[config.mk]
export PLATFORM = sky130hd
export DESIGN_NAME = l1pa_delta_regfile
export DESIGN_NICKNAME = d
export VERILOG_FILES = /design/src/rtl/memshare_pkg.sv /design/src/rtl/l1pa_delta_regfile.sv /design/src/rtl/slice_delay_line.sv /design/src/rtl/type0_reg_array.sv
export SDC_FILE = /design/constraint.sdc
export NUM_CORES = 1
export LEC_CHECK = 0
export BUFFER_PORTS_ARGS = -buffer_cell sky130_fd_sc_hd__clkbuf_2
export CAP_MARGIN = 20
export CORE_UTILIZATION = 55
export CTS_BUF_LIST = sky130_fd_sc_hd__clkbuf_16
export DETAILED_ROUTE_END_ITERATION = 6
export GPL_ROUTABILITY_DRIVEN = 0
export PLACE_DENSITY = 0.72
export SKIP_LAST_GASP = 1
export SLEW_MARGIN = 20
export SYNTH_ARGS = -nofsm -noshare
export SYNTH_HDL_FRONTEND = slang
export SYNTH_SLANG_ARGS = --single-unit
[constraint.sdc]
create_clock -name sys_clk -period 2.65 [get_ports sys_clk]
set_input_delay 0.1325 -clock sys_clk [delete_from_list [all_inputs] [get_ports sys_clk]]
set_output_delay 0.1325 -clock sys_clk [all_outputs]
set_load 0.03 [all_outputs]
[src/rtl/memshare_pkg.sv]
/*
 * widths, field positions and payload types shared by the
 * L1PA delta register file and its slice delay lines
 */
package memshare_pkg;

    // ------------------------------
    // register file geometry
    // ------------------------------

    // l1pa shift field
    localparam int SHIFT_W = 3;
    // shift delta field
    localparam int DELTA_W = 3;
    // one type-0 page holds shift, delta and the flag
    localparam int PAGE_W = 7;
    // page address
    localparam int ADDR_W = 5;
    // 32 pages, one per address
    localparam int PAGE_NUM = 32;

    // ------------------------------
    // field positions in a page
    // ------------------------------

    // is-greater flag sits at the bottom
    localparam int GTR_BIT = 0;
    // delta occupies bits 3..1
    localparam int DELTA_LSB = 1;
    // shift occupies bits 6..4
    localparam int SHIFT_LSB = 4;

    // ------------------------------
    // payload types
    // ------------------------------

    // raw page as stored in the array
    typedef logic [PAGE_W-1:0] page_t;

    // page address
    typedef logic [ADDR_W-1:0] addr_t;

    // l1pa shift value
    typedef logic [SHIFT_W-1:0] shift_t;

    // shift delta value
    typedef logic [DELTA_W-1:0] delta_t;

    // shift and flag travel together through one slice line
    // same bit order as in the page, shift above the flag
    typedef struct packed {
        shift_t shift;
        logic   gtr;
    } shift_gtr_t;

endpackage
[src/rtl/l1pa_delta_regfile.sv]
/*
 * L1PA delta register file top level
 * page array, field split, shift/flag and delta slice lines
 */
`timescale 1ns/10ps

module l1pa_delta_regfile
    import memshare_pkg::*;
#(
    // read latency in cycles, 1 to 4
    parameter int RD_CYCLE = 2
) (
    input  logic   sys_clk,
    input  logic   rstn,

    // active low, clears the delta of the read sampled with it
    input  logic   delta_clear_n_i,

    // write port
    input  logic   regtype0_we_i,
    input  addr_t  regtype0_waddr_i,
    input  page_t  regtype0_wdata_i,

    // read port
    input  addr_t  regtype0_raddr_i,

    // fields of the page, RD_CYCLE cycles after the address
    output shift_t l1pa_shift_o,
    output delta_t shift_delta_o,
    output logic   is_gtr_o
);

    // ------------------------------
    // register array
    // ------------------------------

    // page at the access address, combinational
    page_t read_page;

    type0_reg_array #(
        .PAGE_NUM (PAGE_NUM)
    ) u_type0_reg_array (
        .sys_clk          (sys_clk),
        .regtype0_we_i    (regtype0_we_i),
        .regtype0_waddr_i (regtype0_waddr_i),
        .regtype0_wdata_i (regtype0_wdata_i),
        .regtype0_raddr_i (regtype0_raddr_i),
        .read_page_o      (read_page)
    );

    // ------------------------------
    // field split
    // ------------------------------

    // shift and flag share one line
    shift_gtr_t shift_gtr_in;
    shift_gtr_t shift_gtr_out;

    // delta has its own line because of its own clear
    delta_t delta_in;
    delta_t delta_out;

    assign shift_gtr_in.shift = read_page[SHIFT_LSB +: SHIFT_W];
    assign shift_gtr_in.gtr   = read_page[GTR_BIT];
    assign delta_in           = read_page[DELTA_LSB +: DELTA_W];

    // ------------------------------
    // slice stages
    // ------------------------------

    // shift and flag, cleared by the system reset
    slice_delay_line #(
        .payload_t (shift_gtr_t),
        .DEPTH     (RD_CYCLE)
    ) u_shift_gtr_line (
        .sys_clk   (sys_clk),
        .clear_n_i (rstn),
        .data_i    (shift_gtr_in),
        .data_o    (shift_gtr_out)
    );

    // delta, cleared per item by the delta clear
    slice_delay_line #(
        .payload_t (delta_t),
        .DEPTH     (RD_CYCLE)
    ) u_delta_line (
        .sys_clk   (sys_clk),
        .clear_n_i (delta_clear_n_i),
        .data_i    (delta_in),
        .data_o    (delta_out)
    );

    // ------------------------------
    // outputs
    // ------------------------------

    // unpack the shift/flag line
    assign l1pa_shift_o  = shift_gtr_out.shift;
    assign is_gtr_o      = shift_gtr_out.gtr;
    assign shift_delta_o = delta_out;

endmodule

[src/rtl/slice_delay_line.sv]
/*
 * slice register chain of DEPTH stages for any packed payload
 * with a clear bit that rides along with each item
 */
`timescale 1ns/10ps

module slice_delay_line
    import memshare_pkg::*;
#(
    // payload carried through the stages
    parameter type payload_t = page_t,
    // number of slice stages, at least one
    parameter int  DEPTH     = 2
) (
    input  logic     sys_clk,

    // active low, zeroes the item sampled with it
    input  logic     clear_n_i,

    input  payload_t data_i,
    output payload_t data_o
);

    // ------------------------------
    // payload chain
    // ------------------------------

    // one item in flight per stage
    payload_t data_q [DEPTH];

    // first stage samples the input and its clear together
    always_ff @(posedge sys_clk) begin
        if (!clear_n_i) begin
            data_q[0] <= '0;
        end else begin
            data_q[0] <= data_i;
        end
    end

    // ------------------------------
    // later stages
    // ------------------------------

    // only present when more than one stage is asked for
    if (DEPTH > 1) begin : g_tail

        // clear bit that entered with the item now in stage k
        // one shorter than the payload chain
        logic clear_q [DEPTH-1];

        always_ff @(posedge sys_clk) begin
            clear_q[0] <= clear_n_i;
        end

        // clear bits shift along in step with the payload
        for (genvar k = 1; k < DEPTH - 1; k++) begin : g_clear
            always_ff @(posedge sys_clk) begin
                clear_q[k] <= clear_q[k-1];
            end
        end

        // each stage clears on the bit that belongs to its own item
        // so a clear never reaches back to older items
        for (genvar k = 1; k < DEPTH; k++) begin : g_stage
            always_ff @(posedge sys_clk) begin
                if (!clear_q[k-1]) begin
                    data_q[k] <= '0;
                end else begin
                    data_q[k] <= data_q[k-1];
                end
            end
        end

    end

    // last stage drives the output
    assign data_o = data_q[DEPTH-1];

endmodule

[src/rtl/type0_reg_array.sv]
/*
 * type-0 register array, single access port
 * write-priority address select, sync write, async read
 */
`timescale 1ns/10ps

module type0_reg_array
    import memshare_pkg::*;
#(
    // number of pages held
    parameter int PAGE_NUM = memshare_pkg::PAGE_NUM
) (
    input  logic  sys_clk,

    // write strobe, takes the port for this cycle
    input  logic  regtype0_we_i,
    input  addr_t regtype0_waddr_i,
    input  page_t regtype0_wdata_i,

    // read address, only used while no write is pending
    input  addr_t regtype0_raddr_i,

    // page at the access address, old contents during a write
    output page_t read_page_o
);

    // ------------------------------
    // access address
    // ------------------------------

    // one port only, so the write address wins
    addr_t access_addr;

    always_comb begin
        if (regtype0_we_i) begin
            access_addr = regtype0_waddr_i;
        end else begin
            access_addr = regtype0_raddr_i;
        end
    end

    // ------------------------------
    // page storage
    // ------------------------------

    // maps onto distributed ram, contents undefined after power-up
    page_t mem_q [PAGE_NUM];

    // write lands on the rising edge
    always_ff @(posedge sys_clk) begin
        if (regtype0_we_i) begin
            mem_q[access_addr] <= regtype0_wdata_i;
        end
    end

    // ------------------------------
    // read side
    // ------------------------------

    // asynchronous read, zero cycles of latency
    // during a write this shows the page before the update
    assign read_page_o = mem_q[access_addr];

endmodule

==> key figures <==
Placed design
  – DP Wirelength: 14300 µm
  – DP Area: 0.0100 mm²
  – Number of buffers inserted by port buffering: 27

Worst setup path
  – Highest net fanout along the worst path: 29
  – Max stage delay on crit path: 0.56 ns
  – Endpoint class of the critical path: flip-flop
  – Worst Path Arrival: 2.32 ns
  – Category of the most critical setup path: input port to flip-flop
  – Slowest CP cell: sky130_fd_sc_hd__nor4_1
  – Critical Path Start Type: input port
  – Worst EP required: 3.02 ns
  – Critical Path, Cell by Cell: clkbuf_2, mux2i_4, buf_12, buf_4, mux2i_1, o22ai_1, nor4_1, a21boi_1

Floorplan
  – Floorplan Core Area: 0.0168 mm²
  – I/O pin total: 28
  – Standard-cell row count: 47
  – Area of the die: 0.0179 mm²
  – Starting Density: 56.9%
  – Horizontal die dimension: 134 µm
  – Die Y-Extent: 134 µm

Timing
  – Achievable clock frequency: 514 MHz
  – Max Slew Vio Count: 0
  – Actual slew at the worst max-slew pin: 0.868 ns
  – RSZ-0062 raised after global routing: no
  – Worst rel slew slack: 41.9%
  – Count of final hold-check violations: 0
  – Fin Setup TNS: 0 ns
  – Post-route clock period utilization: 73.4%
  – Count of endpoints failing setup in the final report: 0
  – Post-route clock skew: 0.00674 ns
  – Minimum period implied by the final worst setup slack: 1.94 ns

Detailed routing
  – Via density: 6.49
  – Routed Antenna Nets: 0
  – M1 wire length: 9330 µm
  – Detailed-routed wire length on met3: 1770 µm
  – Number of vias after detailed routing: 5714
  – Met2 WL: 10200 µm
  – Top sig layer: met4
  – Violation count after the first detailed-routing iteration: 624
  – WL per Instance: 24.9 µm
  – Pre-antenna DRT Iters: 7
  – Number of remaining DRC errors: 2
  – Routed Wire Length: 21900 µm

Clocking
  – Root buffer selected by CTS: sky130_fd_sc_hd__clkbuf_16
  – CTS HTree Levels: 1
  – Clk_lat worst skew: 0.51 ns
  – # hold bufs at CTS: 2
  – CTS tree: done
  – Number of buffers inserted during clock tree synthesis: 24
  – Clock Path Buffers: 3
  – Number of sinks handled by clock tree synthesis: 240
  – Clock slew at reported path FFs: 0.06 ns
  – Buffers inserted by post-CTS timing repair: 0
  – Post_cts resized: 0

Layout
  – Post-route cell area: 0.0108 mm²
  – Number of inserted diodes: 0
  – Net count of the finished layout: 663
  – Ratio of cells with drive above 1 in the final layout: 17.1%
  – Area overhead of the layout relative to synthesis: 13.3%

Power and ir drop
  – Fraction of power spent switching nets: 21.3%
  – Relative contribution of the clock network to total power: 39.7%
  – Fraction of power consumed by sequential logic: 53.9%
  – Int Power: 6.17 mW
  – Cell Pwr Density: 726 mW/mm²
  – Leakage Power: 3.69 nW
  – Combinational cell fraction of total power: 6.4%
  – Worst-case vdd ir drop: 532 µV
  – Power dissipated by switching net loads: 1.67 mW

Synthesis
  – Number of standard cells after synthesis: 581
  – Average cell area after synthesis: 16.4 µm²
  – Part of the Yosys area used for sequential elements: 73.9%
  – Number of nets produced by synthesis: 602
  – Netlist area before placement: 0.00953 mm²
  – Count of state elements after synthesis: 240
  – Yosys warning total: 0
  – Number of distinct standard cells referenced by the synthesized netlist: 50

Global routing
  – Maximum number of pins on one net before global-route repair: 33
  – Global-route wire length before repair: 33300 µm
  – Overall Global Routing Usage: 25.3%
  – Total congestion overflow: 0
  – Via count of the first global-routing pass: 5647
  – Initial antenna violation count: 0

Status
  – Violations in the final reports: DRC
  – Outcome: finished with violations

Worst hold path
  – Class of the most critical hold timing path: input port to flip-flop

Job
  – Number of max-capacitance violations reported: 0
metrics by stage:
step | power (mW) | setup WS [ns] | utilization (%) | hold slack [ns] | std cells
final | 7.84 | 0.706 | 64.4 | 0.320 | 880
after CTS | 7.84 | 0.788 | 64.4 | 0.297 | 880
after detailed placement | 4.79 | 0.269 | 60.0 | 0.311 | 834
after global routing | 8.01 | 0.658 | 64.4 | 0.351 | 880
after global placement | 4.78 | 0.290 | 60.0 | 0.307 | 834
after floorplan | 4.59 | 0.716 | - | 0.160 | 581
area by class of cell:
cell class              count  area [µm²]
repair buffers             63         435
well taps                 220         275
inverters                   1        3.75
clock buffers              25         626
flip-flops and latches    240        7050
multi-input cells         312        2310
fillers                  1162        5960
clock inverters            19         100
synthesized netlist by cell type (all sizes together):
library cell  number  area [µm²]
a21o               1        7.51
mux4               5         113
or3                1        6.26
and4b              4        43.8
buf               15         128
clkbuf            13        48.8
a21boi             3        22.5
a31oi              3        25.0
inv                1        3.75
nand4              1        6.26
a21oi              4        20.0
nand4b             1        8.76
and3b              3        26.3
nor4b              4        35.0
o32ai              2        17.5
a221oi             1        8.76
o31a               1        8.76
or4                1        7.51
nand2              3        11.3
edfxtp           224        6730
nor2b              4        25.0
nand2b             2        12.5
o22ai             35         219
and2               8        50.1
nand3b             1        7.51
a41oi             14         123
and4               1        11.3
nor2              35         131
o21ai             67         347
nor4bb             4        40.0
nor3               3        20.0
and3               3        18.8
or2                1        6.26
dfxtp             16         320
nand3              2        10.0
nor3b              3        32.5
nor4              11        68.8
mux2i             76         773
mux2               3        33.8
a22oi              1        7.51
per-layer routing:
metal  vias to the layer above  GRT usage, %
li1                       2473             -
met1                      2865          36.6
met2                       324          40.2
met3                        52          3.84
met4                         0          7.45
met5                         -             0
power by group through the flow:
stage	Sequential [mW]	Clock [mW]	Combinational [mW]
after floorplan	4.31	0	0.282
after global placement	4.30	0	0.477
after detailed placement	4.30	0	0.489
after CTS	4.22	3.13	0.493
after global routing	4.23	3.26	0.529
final	4.22	3.11	0.500
flip-flops by register name, summed over array words and instances, names as in the netlist:
register	flops
u_type0_reg_array.mem_q	224
u_shift_gtr_line.data_q	8
u_delta_line.data_q	6
u_delta_line.g_tail.clear_q	1
u_shift_gtr_line.g_tail.clear_q	1
worst max-delay path, delay by kind of cell:
| kind | cells | cell delay, ns |
|---|---|---|
| muxes | 2 | 0.59 |
| buffers and inverters | 3 | 0.71 |
| and+or+nand+nor | 1 | 0.56 |
| AOI/OAI and AO/OA | 2 | 0.28 |
final timing paths:
path / startpoint / to / slack, ns / cells past startpoint
min: regtype0_waddr_i[2] / u_type0_reg_array.mem_q[31][2]$_DFFE_PP_ / 0.32 / 3
min reg2reg: u_delta_line.data_q[0][2]$_SDFF_PN0_ / u_delta_line.data_q[1][2]$_SDFF_PN0_ / 0.43 / 1
max reg2reg: u_type0_reg_array.mem_q[10][5]$_DFFE_PP_ / u_shift_gtr_line.data_q[0][2]$_SDFF_PN0_ / 1.02 / 4
max: regtype0_we_i / u_shift_gtr_line.data_q[0][3]$_SDFF_PN0_ / 0.71 / 8
placed cells by master (no fill, tap or decap), types with 3 or more instances in the layout:
cell	instances
sky130_fd_sc_hd__a21oi_1	4
sky130_fd_sc_hd__mux4_2	5
sky130_fd_sc_hd__nand2_1	3
sky130_fd_sc_hd__inv_1	9
sky130_fd_sc_hd__clkbuf_16	25
sky130_fd_sc_hd__and3b_1	3
sky130_fd_sc_hd__edfxtp_1	224
sky130_fd_sc_hd__a21boi_1	3
sky130_fd_sc_hd__and3_1	3
sky130_fd_sc_hd__nor4bb_1	4
sky130_fd_sc_hd__inv_2	4
sky130_fd_sc_hd__a41oi_1	14
sky130_fd_sc_hd__o21ai_2	3
sky130_fd_sc_hd__mux2_2	3
sky130_fd_sc_hd__dfxtp_1	16
sky130_fd_sc_hd__nor4b_1	4
sky130_fd_sc_hd__nor2_1	35
sky130_fd_sc_hd__buf_4	32
sky130_fd_sc_hd__o21ai_0	55
sky130_fd_sc_hd__mux2i_1	74
sky130_fd_sc_hd__and4b_1	3
sky130_fd_sc_hd__nor2b_1	4
sky130_fd_sc_hd__o21ai_1	9
sky130_fd_sc_hd__clkinv_1	4
sky130_fd_sc_hd__nor4_1	11
sky130_fd_sc_hd__clkbuf_2	27
sky130_fd_sc_hd__o22ai_1	35
sky130_fd_sc_hd__and2_1	8
logic make-up after synthesis:
logic type | count (synthesis) | share of synthesized area (%)
AO/OA/AOI/OAI | 132 | 8.45
multiplexers | 84 | 9.65
AND/OR/NAND/NOR | 96 | 6.08
flip-flops | 240 | 73.9
buffers and inverters | 29 | 1.89
Note: power is estimated with default switching activity, not from simulation.
